## src/ex_settings.svh

```systemverilog
`ifndef EX_SETTINGS_SVH
`define EX_SETTINGS_SVH

// Width of a full data word in bits.
`define EX_WORD_W 16

// Width of one slice handled per clock by the serial datapath.
// The word width must be an exact multiple of this.
`define EX_SLICE_W 4

// Number of architectural registers, with register 0 reading as zero.
`define EX_NUM_REGS 8

// Width of the conditional-execution state.
// Bit 0 holds the wanted value of P for the current instruction and the
// upper bits mark how many more instructions the run covers.
`define EX_COND_W 4

`endif

```

## src/ex_pkg.sv

```systemverilog
`default_nettype none

`include "ex_settings.svh"

package ex_pkg;

  // A full data word and the slice that the datapath works on each clock.
  typedef logic [`EX_WORD_W-1:0]  word_t;
  typedef logic [`EX_SLICE_W-1:0] slice_t;

  // Slice index, where zero selects the least significant slice.
  typedef logic [$clog2(`EX_WORD_W / `EX_SLICE_W)-1:0] ctr_t;

  // Register index. Register 0 is the zero register.
  typedef logic [$clog2(`EX_NUM_REGS)-1:0] reg_t;
  localparam reg_t REG_ZR = reg_t'(0);

  // Opcodes. The values above OP_COND are unused and do nothing.
  typedef enum logic [3:0] {
    OP_ADD,
    OP_SUB,
    OP_AND,
    OP_OR,
    OP_XOR,
    OP_MOVI,
    OP_CMP,
    OP_COND
  } op_t;

  // Compare conditions used by OP_CMP to set the predicate.
  typedef enum logic [2:0] {
    CMP_EQ,
    CMP_NE,
    CMP_LT,
    CMP_LTU,
    CMP_GE,
    CMP_GEU
  } cmp_op_t;

  // Conditional-execution state.
  typedef logic [`EX_COND_W-1:0] cond_t;

  // The immediate fills every bit left over after the opcode and destination.
  localparam int unsigned IMM_W = `EX_WORD_W - $bits(op_t) - $bits(reg_t);

  // Register form, used by the ALU ops and by compares.
  typedef struct packed {
    op_t     op;
    reg_t    dst;
    reg_t    lhs;
    reg_t    rhs;
    cmp_op_t cmp;
  } reg_fmt_t;

  // Immediate form, used by MOVI and COND.
  typedef struct packed {
    op_t              op;
    reg_t             dst;
    logic [IMM_W-1:0] imm;
  } imm_fmt_t;

  // One instruction word seen through either format.
  // The opcode sits in the top bits of both views.
  typedef union packed {
    reg_fmt_t r;
    imm_fmt_t i;
  } enc_t;

endpackage

`default_nettype wire

```

## src/ex_ctrl_if.sv

```systemverilog
`default_nettype none

// Decoded control for the instruction currently held by the decoder.
interface ex_ctrl_if import ex_pkg::*; ();

  op_t     op;
  reg_t    dst;
  reg_t    lhs;
  reg_t    rhs;
  cmp_op_t cmp;
  word_t   imm;
  cond_t   cond_val;
  logic    wr_reg;

  // The decoder is the only driver.
  modport decoder (
    output op, dst, lhs, rhs, cmp, imm, cond_val, wr_reg
  );

  // The register file needs the operand and destination indices.
  modport regfile (
    input dst, lhs, rhs, wr_reg
  );

  // The ALU picks its function from the opcode and takes MOVI data from imm.
  modport alu (
    input op, imm
  );

  // The predicate logic handles CMP and COND.
  modport pred (
    input op, cmp, cond_val
  );

endinterface

`default_nettype wire

```

## src/ex_decode.sv

```systemverilog
`default_nettype none

`include "ex_settings.svh"

// Holds the accepted instruction and turns it into datapath control.
module ex_decode import ex_pkg::*; (
  input  var logic      i_ex_gck,
  input  var logic      i_ex_rst_n,

  input  var enc_t      i_enc,
  input  var logic      i_start,

  ex_ctrl_if.decoder    ctrl
);

  // Instruction word captured at acceptance.
  enc_t enc_q;

  // Set when the word is read through the immediate view.
  logic imm_form;

  // The requester holds the word stable while req is high, so the word is
  // captured on the start pulse and kept for the four execute cycles.
  always_ff @(posedge i_ex_gck, negedge i_ex_rst_n) begin
    if (!i_ex_rst_n) begin
      enc_q <= '0;
    end
    else if (i_start) begin
      enc_q <= i_enc;
    end
  end

  // Both views place the opcode in the same bits, so either can be used.
  always_comb ctrl.op = enc_q.r.op;

  // MOVI and COND carry an immediate, everything else uses register operands.
  always_comb imm_form = ctrl.op == OP_MOVI || ctrl.op == OP_COND;

  // Pick the fields from the view that matches the opcode.
  // The immediate form reads zero for both sources.
  always_comb begin
    if (imm_form) begin
      ctrl.dst = enc_q.i.dst;
      ctrl.lhs = REG_ZR;
      ctrl.rhs = REG_ZR;
      ctrl.cmp = CMP_EQ;
      ctrl.imm = word_t'(enc_q.i.imm);
    end
    else begin
      ctrl.dst = enc_q.r.dst;
      ctrl.lhs = enc_q.r.lhs;
      ctrl.rhs = enc_q.r.rhs;
      ctrl.cmp = enc_q.r.cmp;
      ctrl.imm = '0;
    end
  end

  // COND takes its new state from the low immediate bits.
  always_comb ctrl.cond_val = ctrl.op == OP_COND ? enc_q.i.imm[`EX_COND_W-1:0]
                                                 : '0;

  // Only the ALU ops and MOVI produce a register result.
  // Writes to the zero register are dropped here.
  always_comb ctrl.wr_reg = ctrl.op inside {OP_ADD, OP_SUB, OP_AND, OP_OR, OP_XOR, OP_MOVI}
                         && ctrl.dst != REG_ZR;

endmodule

`default_nettype wire

```

## src/ex_seq.sv

```systemverilog
`default_nettype none

// Four-phase req/ack handshake and the slice counter for execution.
module ex_seq import ex_pkg::*; (
  input  var logic i_ex_gck,
  input  var logic i_ex_rst_n,

  input  var logic i_req,
  output var logic o_ack,

  output var logic o_start,
  output var logic o_run,
  output var logic o_last,
  output var ctr_t o_ctr
);

  // Idle waits for a request, execute walks the slices and acknowledge
  // holds ack until the requester lets go of req.
  typedef enum logic [1:0] {
    ST_IDLE,
    ST_EXEC,
    ST_ACK
  } state_t;

  state_t state_q;
  logic   start_q;
  ctr_t   ctr_q;

  // A request is accepted only from idle, where ack is already low.
  // The start pulse then lasts one cycle, during which the decoder captures
  // the word, and the four execute cycles follow.
  // Ack therefore rises five edges after the accepting one.
  always_ff @(posedge i_ex_gck, negedge i_ex_rst_n) begin
    if (!i_ex_rst_n) begin
      state_q <= ST_IDLE;
      start_q <= 1'b0;
      ctr_q   <= '0;
    end
    else begin
      start_q <= 1'b0;

      unique case (state_q)
        ST_IDLE: begin
          if (start_q) begin
            state_q <= ST_EXEC;
          end
          else if (i_req) begin
            start_q <= 1'b1;
          end
        end
        ST_EXEC: begin
          // The counter wraps back to zero after the top slice.
          ctr_q <= ctr_q + ctr_t'(1);
          if (&ctr_q) begin
            state_q <= ST_ACK;
          end
        end
        default: begin
          // Back-pressure is just req held high, so wait here.
          if (!i_req) begin
            state_q <= ST_IDLE;
          end
        end
      endcase
    end
  end

  always_comb o_ack   = state_q == ST_ACK;
  always_comb o_start = start_q;
  always_comb o_run   = state_q == ST_EXEC;
  always_comb o_ctr   = ctr_q;

  // Last slice of the instruction.
  always_comb o_last  = o_run && &ctr_q;

endmodule

`default_nettype wire

```

## src/ex_regfile.sv

```systemverilog
`default_nettype none

`include "ex_settings.svh"

// Register file read and written one slice at a time.
module ex_regfile import ex_pkg::*; (
  input  var logic   i_ex_gck,
  input  var logic   i_ex_rst_n,

  ex_ctrl_if.regfile ctrl,

  input  var ctr_t   i_ctr,
  input  var logic   i_run,
  input  var logic   i_skip,

  input  var slice_t i_wr_slice,
  output var slice_t o_lhs_slice,
  output var slice_t o_rhs_slice,

  input  var reg_t   i_dbg_sel,
  output var word_t  o_dbg_data
);

  // Storage exists only for the writable registers.
  word_t regs_q [1:`EX_NUM_REGS-1];

  // Read view of every register, with register 0 tied to zero.
  word_t rd_view [`EX_NUM_REGS];

  // Write enable for the current slice.
  logic wr_en;

  always_comb begin
    rd_view[0] = '0;
    for (int i = 1; i < `EX_NUM_REGS; i++) begin
      rd_view[i] = regs_q[i];
    end
  end

  // Both operands read the slice selected by the counter.
  always_comb o_lhs_slice = rd_view[ctrl.lhs][i_ctr*`EX_SLICE_W +: `EX_SLICE_W];
  always_comb o_rhs_slice = rd_view[ctrl.rhs][i_ctr*`EX_SLICE_W +: `EX_SLICE_W];

  // Whole-word view for the debug port.
  always_comb o_dbg_data = rd_view[i_dbg_sel];

  // A skipped instruction leaves its destination alone.
  always_comb wr_en = i_run && !i_skip && ctrl.wr_reg;

  // Each execute cycle writes one slice of the destination.
  always_ff @(posedge i_ex_gck, negedge i_ex_rst_n) begin
    if (!i_ex_rst_n) begin
      for (int i = 1; i < `EX_NUM_REGS; i++) begin
        regs_q[i] <= '0;
      end
    end
    else if (wr_en) begin
      for (int i = 1; i < `EX_NUM_REGS; i++) begin
        if (ctrl.dst == reg_t'(i)) begin
          regs_q[i][i_ctr*`EX_SLICE_W +: `EX_SLICE_W] <= i_wr_slice;
        end
      end
    end
  end

endmodule

`default_nettype wire

```

## src/ex_alu.sv

```systemverilog
`default_nettype none

`include "ex_settings.svh"

// Slice-serial ALU. The carry and zero state ride from one slice to the next.
module ex_alu import ex_pkg::*; (
  input  var logic   i_ex_gck,

  ex_ctrl_if.alu     ctrl,

  input  var ctr_t   i_ctr,
  input  var logic   i_run,

  input  var slice_t i_lhs,
  input  var slice_t i_rhs,
  output var slice_t o_out,

  output var logic   o_flag_z,
  output var logic   o_flag_n,
  output var logic   o_flag_c,
  output var logic   o_flag_v
);

  // Subtract and compare add the inverted rhs.
  logic inv;
  logic cin;

  slice_t               rhs_eff;
  logic [`EX_SLICE_W:0] sum;

  // Carry out and running zero state from the previous slice.
  logic carry_q;
  logic zero_q;
  logic zero_now;

  always_comb inv = ctrl.op == OP_SUB || ctrl.op == OP_CMP;

  // Slice 0 takes the carry in from the op, later slices take the saved carry.
  always_comb cin = i_ctr == '0 ? inv : carry_q;

  always_comb rhs_eff = inv ? ~i_rhs : i_rhs;

  always_comb sum = {1'b0, i_lhs} + {1'b0, rhs_eff} + {{`EX_SLICE_W{1'b0}}, cin};

  // Result slice for the current op. COND and the unused opcodes give zero.
  always_comb begin
    case (ctrl.op)
      OP_ADD, OP_SUB, OP_CMP: o_out = sum[`EX_SLICE_W-1:0];
      OP_AND:                 o_out = i_lhs & i_rhs;
      OP_OR:                  o_out = i_lhs | i_rhs;
      OP_XOR:                 o_out = i_lhs ^ i_rhs;
      OP_MOVI:                o_out = ctrl.imm[i_ctr*`EX_SLICE_W +: `EX_SLICE_W];
      default:                o_out = '0;
    endcase
  end

  // The whole word is zero only if every slice so far was zero.
  always_comb zero_now = (o_out == '0) && (i_ctr == '0 || zero_q);

  // Carry and zero state advance on every execute cycle.
  always_ff @(posedge i_ex_gck) begin
    if (i_run) begin
      carry_q <= sum[`EX_SLICE_W];
      zero_q  <= zero_now;
    end
  end

  // Flags are read on the last slice, where they describe the whole word.
  always_comb o_flag_z = zero_now;
  always_comb o_flag_n = o_out[`EX_SLICE_W-1];
  always_comb o_flag_c = sum[`EX_SLICE_W];

  // Signed overflow when both inputs agree in sign and the result does not.
  always_comb o_flag_v = (i_lhs[`EX_SLICE_W-1] == rhs_eff[`EX_SLICE_W-1])
                      && (sum[`EX_SLICE_W-1] != i_lhs[`EX_SLICE_W-1]);

endmodule

`default_nettype wire

```

## src/ex_pred.sv

```systemverilog
`default_nettype none

`include "ex_settings.svh"

// Predicate register and the conditional-execution state.
module ex_pred import ex_pkg::*; (
  input  var logic i_ex_gck,
  input  var logic i_ex_rst_n,

  ex_ctrl_if.pred  ctrl,

  input  var logic i_last,
  input  var logic i_run,

  input  var logic i_flag_z,
  input  var logic i_flag_n,
  input  var logic i_flag_c,
  input  var logic i_flag_v,

  output var logic o_skip,
  output var logic o_pred
);

  logic  pred_q;
  cond_t cond_q;

  // Set while a run of conditional instructions is in progress.
  logic cond_active;

  // Instruction finishing this cycle and actually executing.
  logic done;
  logic cmp_res;

  // The state only counts while some bit above bit 0 is set. Bit 0 then
  // holds the value that P must have for the instruction to run.
  always_comb cond_active = |cond_q[`EX_COND_W-1:1];

  // Nothing is skipped outside execution.
  always_comb o_skip = i_run && cond_active && (pred_q != cond_q[0]);

  always_comb done = i_last && !o_skip;

  // Map the compare condition onto the flags of the subtraction.
  always_comb begin
    case (ctrl.cmp)
      CMP_EQ:  cmp_res = i_flag_z;
      CMP_NE:  cmp_res = !i_flag_z;
      CMP_LT:  cmp_res = i_flag_n != i_flag_v;
      CMP_LTU: cmp_res = !i_flag_c;
      CMP_GE:  cmp_res = i_flag_n == i_flag_v;
      CMP_GEU: cmp_res = i_flag_c;
      // Codes 6 and 7 are unused and clear P.
      default: cmp_res = 1'b0;
    endcase
  end

  // P is written at the end of an executed compare.
  always_ff @(posedge i_ex_gck, negedge i_ex_rst_n) begin
    if (!i_ex_rst_n) begin
      pred_q <= 1'b0;
    end
    else if (done && ctrl.op == OP_CMP) begin
      pred_q <= cmp_res;
    end
  end

  // An executed COND loads a new state. Every other instruction, skipped
  // or not, moves the state on by one position.
  always_ff @(posedge i_ex_gck, negedge i_ex_rst_n) begin
    if (!i_ex_rst_n) begin
      cond_q <= '0;
    end
    else if (i_last) begin
      if (done && ctrl.op == OP_COND) begin
        cond_q <= ctrl.cond_val;
      end
      else begin
        cond_q <= {1'b0, cond_q[`EX_COND_W-1:1]};
      end
    end
  end

  always_comb o_pred = pred_q;

endmodule

`default_nettype wire

```

## src/ex_core.sv

```systemverilog
`default_nettype none

// Execute stage of the bit-sliced core with a req/ack instruction port.
module ex_core import ex_pkg::*; (
  input  var logic  i_ex_gck,
  input  var logic  i_ex_rst_n,

  // Instruction handshake. The word is held stable while req is high.
  input  var logic  i_ex_req,
  input  var enc_t  i_ex_enc,
  output var logic  o_ex_ack,

  // Predicate and register read for the testbench.
  output var logic  o_ex_pred,
  input  var reg_t  i_ex_dbg_sel,
  output var word_t o_ex_dbg_data
);

  // Sequencing from the handshake block.
  logic start;
  logic run;
  logic last;
  ctr_t ctr;

  // Conditional skip of the running instruction.
  logic skip;

  // Operand and result slices.
  slice_t lhs_slice;
  slice_t rhs_slice;
  slice_t alu_out;

  // ALU flags, valid on the last slice.
  logic flag_z;
  logic flag_n;
  logic flag_c;
  logic flag_v;

  // Decoded control shared by the datapath.
  ex_ctrl_if ctrl_if ();

  ex_seq seq_u (
    .i_ex_gck   (i_ex_gck),
    .i_ex_rst_n (i_ex_rst_n),
    .i_req      (i_ex_req),
    .o_ack      (o_ex_ack),
    .o_start    (start),
    .o_run      (run),
    .o_last     (last),
    .o_ctr      (ctr)
  );

  ex_decode decode_u (
    .i_ex_gck   (i_ex_gck),
    .i_ex_rst_n (i_ex_rst_n),
    .i_enc      (i_ex_enc),
    .i_start    (start),
    .ctrl       (ctrl_if.decoder)
  );

  ex_regfile regfile_u (
    .i_ex_gck    (i_ex_gck),
    .i_ex_rst_n  (i_ex_rst_n),
    .ctrl        (ctrl_if.regfile),
    .i_ctr       (ctr),
    .i_run       (run),
    .i_skip      (skip),
    .i_wr_slice  (alu_out),
    .o_lhs_slice (lhs_slice),
    .o_rhs_slice (rhs_slice),
    .i_dbg_sel   (i_ex_dbg_sel),
    .o_dbg_data  (o_ex_dbg_data)
  );

  ex_alu alu_u (
    .i_ex_gck (i_ex_gck),
    .ctrl     (ctrl_if.alu),
    .i_ctr    (ctr),
    .i_run    (run),
    .i_lhs    (lhs_slice),
    .i_rhs    (rhs_slice),
    .o_out    (alu_out),
    .o_flag_z (flag_z),
    .o_flag_n (flag_n),
    .o_flag_c (flag_c),
    .o_flag_v (flag_v)
  );

  ex_pred pred_u (
    .i_ex_gck   (i_ex_gck),
    .i_ex_rst_n (i_ex_rst_n),
    .ctrl       (ctrl_if.pred),
    .i_last     (last),
    .i_run      (run),
    .i_flag_z   (flag_z),
    .i_flag_n   (flag_n),
    .i_flag_c   (flag_c),
    .i_flag_v   (flag_v),
    .o_skip     (skip),
    .o_pred     (o_ex_pred)
  );

endmodule

`default_nettype wire

```

## config.mk

```make
export PLATFORM = sky130hd
export DESIGN_NAME = ex_core
export DESIGN_NICKNAME = d
export VERILOG_FILES = /design/src/ex_pkg.sv /design/src/ex_ctrl_if.sv /design/src/ex_decode.sv /design/src/ex_seq.sv /design/src/ex_regfile.sv /design/src/ex_alu.sv /design/src/ex_pred.sv /design/src/ex_core.sv
export VERILOG_INCLUDE_DIRS = /design/src
export SDC_FILE = /design/constraint.sdc
export NUM_CORES = 1
export LEC_CHECK = 0
export BUFFER_PORTS_ARGS = -buffer_cell sky130_fd_sc_hd__buf_2
export CAP_MARGIN = 40
export CELL_PAD_IN_SITES_DETAIL_PLACEMENT = 1
export CELL_PAD_IN_SITES_GLOBAL_PLACEMENT = 1
export CORE_MARGIN = 5
export CORE_UTILIZATION = 50
export CTS_BUF_LIST = sky130_fd_sc_hd__clkbuf_4 sky130_fd_sc_hd__clkbuf_8
export CTS_CLUSTER_SIZE = 16
export DETAILED_ROUTE_END_ITERATION = 6
export MAX_ROUTING_LAYER = met4
export PLACE_DENSITY_LB_ADDON = 0.1
export SYNTH_ARGS = -nofsm -noshare
export SYNTH_HDL_FRONTEND = slang
export SYNTH_HIERARCHICAL = 1
export SYNTH_SLANG_ARGS = --single-unit
export TNS_END_PERCENT = 5
```

## constraint.sdc

```tcl
create_clock -name i_ex_gck -period 9.8 [get_ports i_ex_gck]
set_input_delay 1.96 -clock i_ex_gck [delete_from_list [all_inputs] [get_ports i_ex_gck]]
set_output_delay 1.96 -clock i_ex_gck [all_outputs]
set_load 0.05 [all_outputs]
```

==> results_dict.tcl, run 1 <==
set metrics [dict create \
    hold_viol_final 0 \
    yosysUniqueCellTypes 63 \
    rrSetupSlack_ps 3690 \
    grt_pass1_vias 7314 \
    critPathBufInv 3 \
    die_area_um2 21750 \
    syn_inst 774 \
    hold_buffers 0 \
    layout_setup_ws_ps 3685 \
    dp_slack_ps 3700 \
    drt_pre_antenna_iters 5 \
    synth_compound_area_share_pct 9.996 \
    postCtsSetupBuffers 0 \
    routed.top_layer "met4" \
    synth_area_per_cell_um2 12.21 \
    fmax_mhz 163.5 \
    die_y_um 147.5 \
    peakVddDrop_v 0.0001603 \
    fin_crit_ps 6115 \
    grt_setup_unrepaired "no" \
    initial_utilization_pct 50.69 \
    min_to "seq_u/o_start" \
    yosysMostFrequentCell "mux2_2" \
    critPathRequiredTime_ps 10140 \
    drive_gt1_share_pct 39.45 \
    yosys.area.top_type "dfrtp_1" \
    drt-total-wl_mm 28.22 \
    slowest_stage "dfrtp_1" \
    route.met3.wl_mm 1.384 \
    critical_path_arrival_ps 6450 \
    io_buffers 39 \
    std_cell_rows 50 \
    grt_usage_pct 27.30 \
    grt_remaining_overflow 0 \
    r2r_start "decode_u/enc_q[15]" \
    path_clk_slew_ps 90 \
    min-delay-start "seq_u/state_q[0]" \
    end_kind "flip-flop" \
    critical_path.max_fanout 34 \
    p_leak_nw 4.624 \
    cp_cell_sequence "nand3b_1 -> and2_1 -> buf_4 -> nor2b_1 -> buf_4 -> a221oi_1 -> nor4_1 -> mux2_2 -> inv_1 -> xnor2_1 -> fa_1 -> fa_1 -> xor2_1 -> a221o_1 -> nor4_2 -> xor2_1 -> or3_1 -> o21ai_0 -> o41ai_1" \
    met2_length_mm 13.63 \
    yosysSeqAreaShare_pct 37.18 \
    critPathKind "flip-flop to flip-flop" \
    synth_top_family_by_area "multiplexers" \
    netlist_area_um2 9450 \
    drv_cap 0 \
    antenna_found_initial 0 \
    synthArstFlopShare_pct 98.57 \
    cp_slowest_stage_delay_ps 600 \
    synthTopCellsByArea "dfrtp_1, mux2_2, mux4_2" \
    grt_pass1_wl_mm 44.64 \
    syn2layout_area_growth_pct 7.785 \
    core_um2 18640 \
    root_buffer "clkbuf_8" \
    insertedDiodeCount 0 \
    io_pins 40 \
    fp.dieW_um 147.5 \
    final_net_count 834 \
    yosys.area_share.adder_pct 2.674 \
    rr_endpoint "pred_u/o_pred" \
    fin_tns_setup_ps 0 \
    cts_max_path_buffers 2 \
    ys.flop_type "dfrtp_1" \
    ctsResizeCount 0 \
    fin_crit_sh_pct 62.40 \
    cp_top_family "simple AND/OR/NAND/NOR gates" \
    tightestPinTransition_ps 1061 \
    htreeDepth 4 \
    drt-met1-wl_mm 12.72 \
    post-route-util_pct 54.64 \
    hpwlAfterDp_mm 19.80 \
    power.density_nw_per_um2 274.1 \
    grt_max_degree 62 \
    fin_skew_ps 13.02 \
    first_iter_violations 597 \
    outcome "finished, final reports clean" \
    drt-vias-per-instance 6.592 \
    cts_tree "yes" \
    setup_violations 0 \
    num_vias 6856 \
    gp_congestion 0.9005 \
    max_slew_margin_pct 28.74 \
    numCtsBuffers 17 \
    ys_ff_latch 140 \
    reg2reg_depth 19 \
    clk_latency_ps 460 \
    clock-sinks 140 \
    synth_top_area_share_pct 36.54 \
    yosysWarnings 6 \
    hp-class "flip-flop to flip-flop" \
    drc_errors 0 \
    min_path_cells 1 \
    synth_edf_count 2 \
    wire_per_inst_um 27.14 \
    slew_violations 0 \
    startpoint_type "flip-flop" \
    synth_xor_area_share_pct 1.019 \
    synth-simple-area-share_pct 9.135 \
    synth_common_cells "mux2_2, dfrtp_1, mux4_2" \
    synth_mux_area_share_pct 35.22 \
    antenna_left 0 \
]
layout make-up:
cell class | count | area [µm²]
Clock buffer | 18 | 241.5
Clock inverter | 14 | 183.9
Fill cell | 1940 | 8457
Inverter | 29 | 108.9
Multi-Input combinational cell | 554 | 5514
Sequential cell | 140 | 3513
Tap cell | 234 | 292.8
Timing Repair Buffer | 51 | 331.6
through the flow:
stage / area (µm²) / total power, W / hold WS [ps] / cells
3_5_place_dp: 9761 / 0.002275 / 517.1 / 1008
6_report: 10190 / 0.002792 / 524.4 / 1040
4_1_cts: 10190 / 0.002798 / 536.0 / 1040
3_3_place_gp: 9698 / 0.002229 / 491.2 / 1005
2_1_floorplan: 9473 / 0.001900 / 454.4 / 780
5_1_grt: 10190 / 0.002954 / 571.0 / 1040
worst reg2reg max path, delay by kind of cell, from the launching register on:
kind,cells,cell delay [ps]
AND/OR/NAND/NOR,6,1850
multiplexers,1,270
adder cells (fa/ha/maj),2,880
XOR/XNOR,3,510
buffers and inverters,3,820
flip-flops,1,600
AO/OA/AOI/OAI,4,1040
registers in the layout (all words and copies together) (netlist names):
name and cells:
regfile_u/rd_view 112, decode_u/enc_q 16, pred_u/cond_q 4, seq_u/o_ctr 2
seq_u/state_q 2, alu_u/carry_q 1, alu_u/zero_q 1, pred_u/o_pred 1
seq_u/o_start 1
how the worst max path moves through the flow:
stage	from	depth (start not counted)	slack, ps	endpoint
after floorplan	i_ex_dbg_sel[0]	5	4050	o_ex_dbg_data[11]
after global placement	decode_u/enc_q[15]	19	3800	pred_u/o_pred
after detailed placement	decode_u/enc_q[15]	19	3700	pred_u/o_pred
after CTS	decode_u/enc_q[15]	19	3640	pred_u/o_pred
after global routing	decode_u/enc_q[12]	19	3240	pred_u/o_pred
final	decode_u/enc_q[15]	19	3690	pred_u/o_pred
per-layer routing:
layer	vias up	global-route usage (%)
met1	3614	38.12
met4	0	6.617
met2	238	42.86
met5	-	-
met3	35	3.648
li1	2969	-
cell families (layout without fill, tap and decap cells):
kind of cell	after synthesis	in the layout
AOI/OAI and AO/OA	120	120
DFF	140	140
and+or+nand+nor	158	158
xor gates and xnor gates	11	11
adders and majority gates	19	19
muxes	239	239
other	1	7
buffers and inverters	86	112
power by group:
part / switching, W / internal [W]
clock: 0.000251 / 0.000259
sequential: 0.000110 / 0.000660
combinational: 0.000901 / 0.000610
total: 0.00126 / 0.00153
placed cells by master, fill, tap and decap left out, types with 10 or more instances in the layout:
| cell | count |
|---|---|
| a21oi_1 | 20 |
| clkbuf_8 | 17 |
| and2_1 | 21 |
| a22o_1 | 10 |
| dfrtp_1 | 138 |
| mux2_2 | 167 |
| inv_1 | 28 |
| ha_1 | 17 |
| buf_2 | 38 |
| buf_4 | 10 |
| nand2_1 | 43 |
| and2_0 | 14 |
| mux2i_1 | 10 |
| mux4_2 | 45 |
| a221oi_1 | 40 |
| mux2_4 | 10 |
| nor2_1 | 26 |
(Power assumes the default switching activity.)
==> run 2: changes to the inputs <==
CORE_UTILIZATION = 48   (was 50)
clock period = 5.51 ns   (was 9.8 ns; I/O delays follow)
==> results_dict.tcl, run 2 (synthesized netlist as in run 1, its figures left out) <==
set metrics [dict create \
    outcome "finished, final reports clean" \
    core_um2 19400 \
    gp_congestion 1.008 \
    startpoint_type "flip-flop" \
    grt_setup_unrepaired "no" \
    path_clk_slew_ps 90 \
    antenna_left 0 \
    drive_gt1_share_pct 40.49 \
    dp_slack_ps 236.2 \
    layout_setup_ws_ps 346.5 \
    hpwlAfterDp_mm 21.83 \
    numCtsBuffers 17 \
    fp.dieW_um 150.3 \
    io_buffers 39 \
    insertedDiodeCount 0 \
    largest_register_ffs 112 \
    wire_per_inst_um 26.90 \
    mostFrequentLayoutCells "mux2_2, dfrtp_1, mux4_2" \
    grt_pass1_vias 7440 \
    grt_pass1_wl_mm 45.91 \
    setup_violations 0 \
    htreeDepth 4 \
    die_y_um 150.3 \
    hp-class "flip-flop to flip-flop" \
    fin_tns_setup_ps 0 \
    grt_remaining_overflow 0 \
    reg2reg_depth 18 \
    fin_crit_sh_pct 93.71 \
    antenna_found_initial 0 \
    drt-vias-per-instance 6.374 \
    end_kind "flip-flop" \
    final_area_um2 10260 \
    fin_skew_ps 14.92 \
    cts_tree "yes" \
    syn2layout_area_growth_pct 8.566 \
    grt_max_degree 51 \
    num_vias 6916 \
    drc_errors 0 \
    peakVddDrop_v 0.0002781 \
    critPathRequiredTime_ps 5840 \
    drv_cap 0 \
    critPathKind "flip-flop to flip-flop" \
    drt_pre_antenna_iters 6 \
    power.density_nw_per_um2 479.7 \
    final_net_count 848 \
    cts_max_path_buffers 2 \
    whs_ps 538.4 \
    die_area_um2 22590 \
    clk_latency_ps 450 \
    max_slew_margin_pct 37.15 \
    critical_path.max_fanout 23 \
    critical_path_arrival_ps 5490 \
    std_cell_rows 51 \
    clock-sinks 140 \
    fin_crit_ps 5163 \
    p_leak_nw 4.678 \
    final_common_cell "mux2_2" \
    tightestPinTransition_ps 935.6 \
    root_buffer "clkbuf_8" \
    grt_usage_pct 27.85 \
    fmax_mhz 193.7 \
    initial_utilization_pct 48.72 \
    slew_violations 0 \
    first_iter_violations 463 \
    hold_viol_final 0 \
    placed_cell_area_um2 9882 \
    min_path_cells 1 \
    io_pins 40 \
    drt-total-wl_mm 29.19 \
]
run 2: cell types whose count changed in the layout (fill, tap and decap cells not counted), moves of 2 or more:
cell	before	now
clkinvlp_4	4	1
bufinv_16	3	1
clkinv_4	3	5
clkinv_2	0	2
buf_4	10	24
inv_6	3	5
run 2: worst max-delay path: stages (launching register included):
cell and delay [ps]:
dfrtp_1 390, nand3b_1 240, and2_1 210, buf_4 330, mux2_2 390, a221oi_1 310
nor4_1 90, mux2_2 290, inv_1 90, xnor2_1 100, fa_1 460, fa_1 430
xor2_1 180, a221o_1 410, nor4_2 380, xor2_1 170, or3_1 110, o21ai_0 80
o41ai_1 340
run 2: layout make-up:
class	instances	area, µm²
fillers	2060	9139
multi-input cells	554	5515
flip-flops and latches	140	3513
repair buffers	65	414.1
well taps	265	331.6
clock buffers	18	241.5
clock inverters	14	135.1
inverters	29	108.9
run 2: power breakdown:
group          internal [W]  leakage (nW)  switching, W  total, W
Combinational       0.00115          2.59       0.00159   0.00274
Clock              0.000370         0.192      0.000444  0.000814
Sequential          0.00117          1.90      0.000194   0.00137
run 2: per-layer routing:
metal / routed length [µm] / GRT usage [%]
met5: 0 / -
met4: 928 / 10.75
met3: 1519 / 5.027
met2: 13790 / 42.09
met1: 12950 / 37.63
run 2: per-stage QoR:
step,total power [W],instances,utilization [%]
5_1_grt,0.005232,1085,52.89
2_1_floorplan,0.003379,780,-
4_1_cts,0.004919,1085,52.88
3_5_place_dp,0.004089,1053,50.94
3_3_place_gp,0.003994,1050,50.74
6_report,0.004921,1085,52.89
run 2: path summary, 6_finish.rpt:
| check | slack (ps) | endpoint | start |
|---|---|---|---|
| max in group asynchronous | 3930 | regfile_u/rd_view[18] | i_ex_rst_n |
| min | 540 | seq_u/o_start | seq_u/state_q[0] |
| min in group asynchronous | 580 | regfile_u/rd_view[63] | i_ex_rst_n |
| max | 350 | pred_u/o_pred | decode_u/enc_q[14] |
| max reg2reg | 350 | pred_u/o_pred | decode_u/enc_q[14] |
| min reg2reg | 540 | seq_u/o_start | seq_u/state_q[0] |
run 2: repair_timing:
action                     in CTS  in global routing
buffers inserted                0                  0
hold buffers                    0                  0
setup endpoints to repair       0                  1
hold endpoints to repair        0                  0
gates resized for setup         0                  1
==> run 3: changes to the inputs <==
BUFFER_PORTS_ARGS = default   (was -buffer_cell sky130_fd_sc_hd__buf_2)
CORE_MARGIN = 4   (was 5)
CORE_UTILIZATION = 50   (was 48)
DONT_BUFFER_PORTS = 1   (was default)
==> results_dict.tcl, run 3 (synthesized netlist as in run 1, its figures left out) <==
set metrics [dict create \
    hold_buffers 0 \
    r2r_start "decode_u/enc_q[12]" \
    drt_pre_antenna_iters 5 \
    max_slew_margin_pct 37.64 \
    placed_cell_area_um2 9727 \
    clk_latency_ps 470 \
    grt_pass1_vias 7409 \
    layoutNonFillerInstCount 1030 \
    grt_remaining_overflow 0 \
    root_buffer "clkbuf_8" \
    ctsResizeCount 0 \
    fin_crit_sh_pct 91.74 \
    critPathBufInv 2 \
    cp_slowest_stage_delay_ps 570 \
    cp_cell_sequence "nand3b_1 -> and2_2 -> buf_4 -> mux4_1 -> mux4_2 -> mux2_2 -> inv_1 -> xnor2_1 -> ha_1 -> a21oi_1 -> xnor2_1 -> a221o_1 -> nor4_2 -> xor2_1 -> or3_1 -> o21ai_0 -> o41ai_1" \
    fin_skew_ps 20.32 \
    power.density_nw_per_um2 486.4 \
    grt_pass1_wl_mm 45.40 \
    initial_utilization_pct 50.69 \
    cp_top_family "multiplexers" \
    clock-sinks 140 \
    first_iter_violations 442 \
    cts_tree "yes" \
    fin_tns_setup_ps 0 \
    post-route-util_pct 54.50 \
    crit_cells 17 \
    rrSetupSlack_ps 450 \
    std_cell_rows 50 \
    critPathRequiredTime_ps 5860 \
    core_um2 18640 \
    cp_common_cell "xnor2_1" \
    antenna_left 0 \
    hold_viol_final 0 \
    critical_path_arrival_ps 5400 \
    hpwlAfterDp_mm 21.12 \
    critPathKind "flip-flop to flip-flop" \
    outcome "finished, final reports clean" \
    grt_usage_pct 28.66 \
    die_area_um2 21160 \
    peakVddDrop_v 0.0002605 \
    power_w 0.004942 \
    tightestPinTransition_ps 935.4 \
    final_common_cell "mux2_2" \
    fin_crit_ps 5055 \
    fillers 1914 \
    fmax_mhz 197.8 \
    final_net_count 823 \
    grt_max_degree 139 \
    startpoint_type "flip-flop" \
    slew_violations 0 \
    slowest_stage "mux4_1" \
    htreeDepth 4 \
    drive_gt1_share_pct 38.62 \
    antenna_found_initial 0 \
    wire_per_inst_um 28.13 \
    mostFrequentLayoutCells "mux2_2, dfrtp_1, mux4_2" \
    path_clk_slew_ps 100 \
    cts_max_path_buffers 2 \
    grt_setup_unrepaired "no" \
    p_leak_nw 4.592 \
    drt-total-wl_mm 28.98 \
    hp-class "input port to async pin" \
    syn2layout_area_growth_pct 7.506 \
    end_kind "flip-flop" \
    drt-vias-per-instance 6.705 \
    io_pins 40 \
    worstSetupStartpoint "decode_u/enc_q[12]" \
    reg2reg_depth 17 \
    fp.dieW_um 145.5 \
    endpoint "pred_u/o_pred" \
    postCtsSetupBuffers 0 \
    largest_register_ffs 112 \
    numCtsBuffers 17 \
    final_area_um2 10160 \
    drv_cap 0 \
    dp_cells 997 \
    num_vias 6906 \
    die_y_um 145.5 \
    io_buffers 0 \
    gp_congestion 0.9823 \
    rr_endpoint "pred_u/o_pred" \
    critical_path.max_fanout 17 \
    setup_violations 0 \
    drc_errors 0 \
]
==> run 3: worst min path at each step <==
stage                                 from                     end  slack, ps  depth (start not counted)
after detailed placement  seq_u/state_q[0]           seq_u/o_start        520                          1
after global routing            i_ex_rst_n  regfile_u/rd_view[108]        270                          0
after CTS                       i_ex_rst_n   regfile_u/rd_view[60]        300                          0
after global placement    seq_u/state_q[0]           seq_u/o_start        490                          1
final                           i_ex_rst_n   regfile_u/rd_view[60]        320                          0
after floorplan              seq_u/o_start           seq_u/o_start        450                          1
==> run 3: metal layers <==
| layer | vias to the layer above | routed length [µm] | track usage (%) |
|---|---|---|---|
| li1 | 2954 | - | - |
| met1 | 3635 | 12540 | 38.02 |
| met3 | 61 | 1593 | 5.606 |
| met5 | - | 0 | - |
| met4 | 0 | 892 | 10.07 |
| met2 | 256 | 13950 | 44.40 |
==> run 3: layout make-up <==
type / instances / area [µm²] / share of cell area (%)
inverter: 29 / 108.9 / 1.071
antenna: 1 / 2.502 / 0.02463
clock inverter: 14 / 182.7 / 1.798
clock buffer: 18 / 247.7 / 2.438
timing repair buffer: 40 / 297.8 / 2.931
tap: 234 / 292.8 / 2.882
multi-input combinational: 554 / 5514 / 54.27
sequential: 140 / 3513 / 34.58
==> run 3: stage by stage <==
| stage | hold WS [ps] | setup WS, ps |
|---|---|---|
| 6_report | 317.8 | 455.0 |
| 5_1_grt | 273.5 | 203.0 |
| 3_5_place_dp | 516.7 | 422.0 |
| 2_1_floorplan | 454.4 | 839.8 |
| 3_3_place_gp | 489.3 | 685.3 |
| 4_1_cts | 298.2 | 435.6 |
==> run 3: worst register-to-register path, cell delays in order (launching register included) <==
cell	delay, ps
dfrtp_1	380
nand3b_1	100
and2_2	490
buf_4	300
mux4_1	570
mux4_2	470
mux2_2	290
inv_1	100
xnor2_1	80
ha_1	340
a21oi_1	270
xnor2_1	110
a221o_1	400
nor4_2	340
xor2_1	180
or3_1	120
o21ai_0	90
o41ai_1	320
==> run 3: power breakdown <==
group,internal (W),switching [W]
sequential,0.00117,0.000212
clock,0.000470,0.000447
combinational,0.00114,0.00150
total,0.00278,0.00216
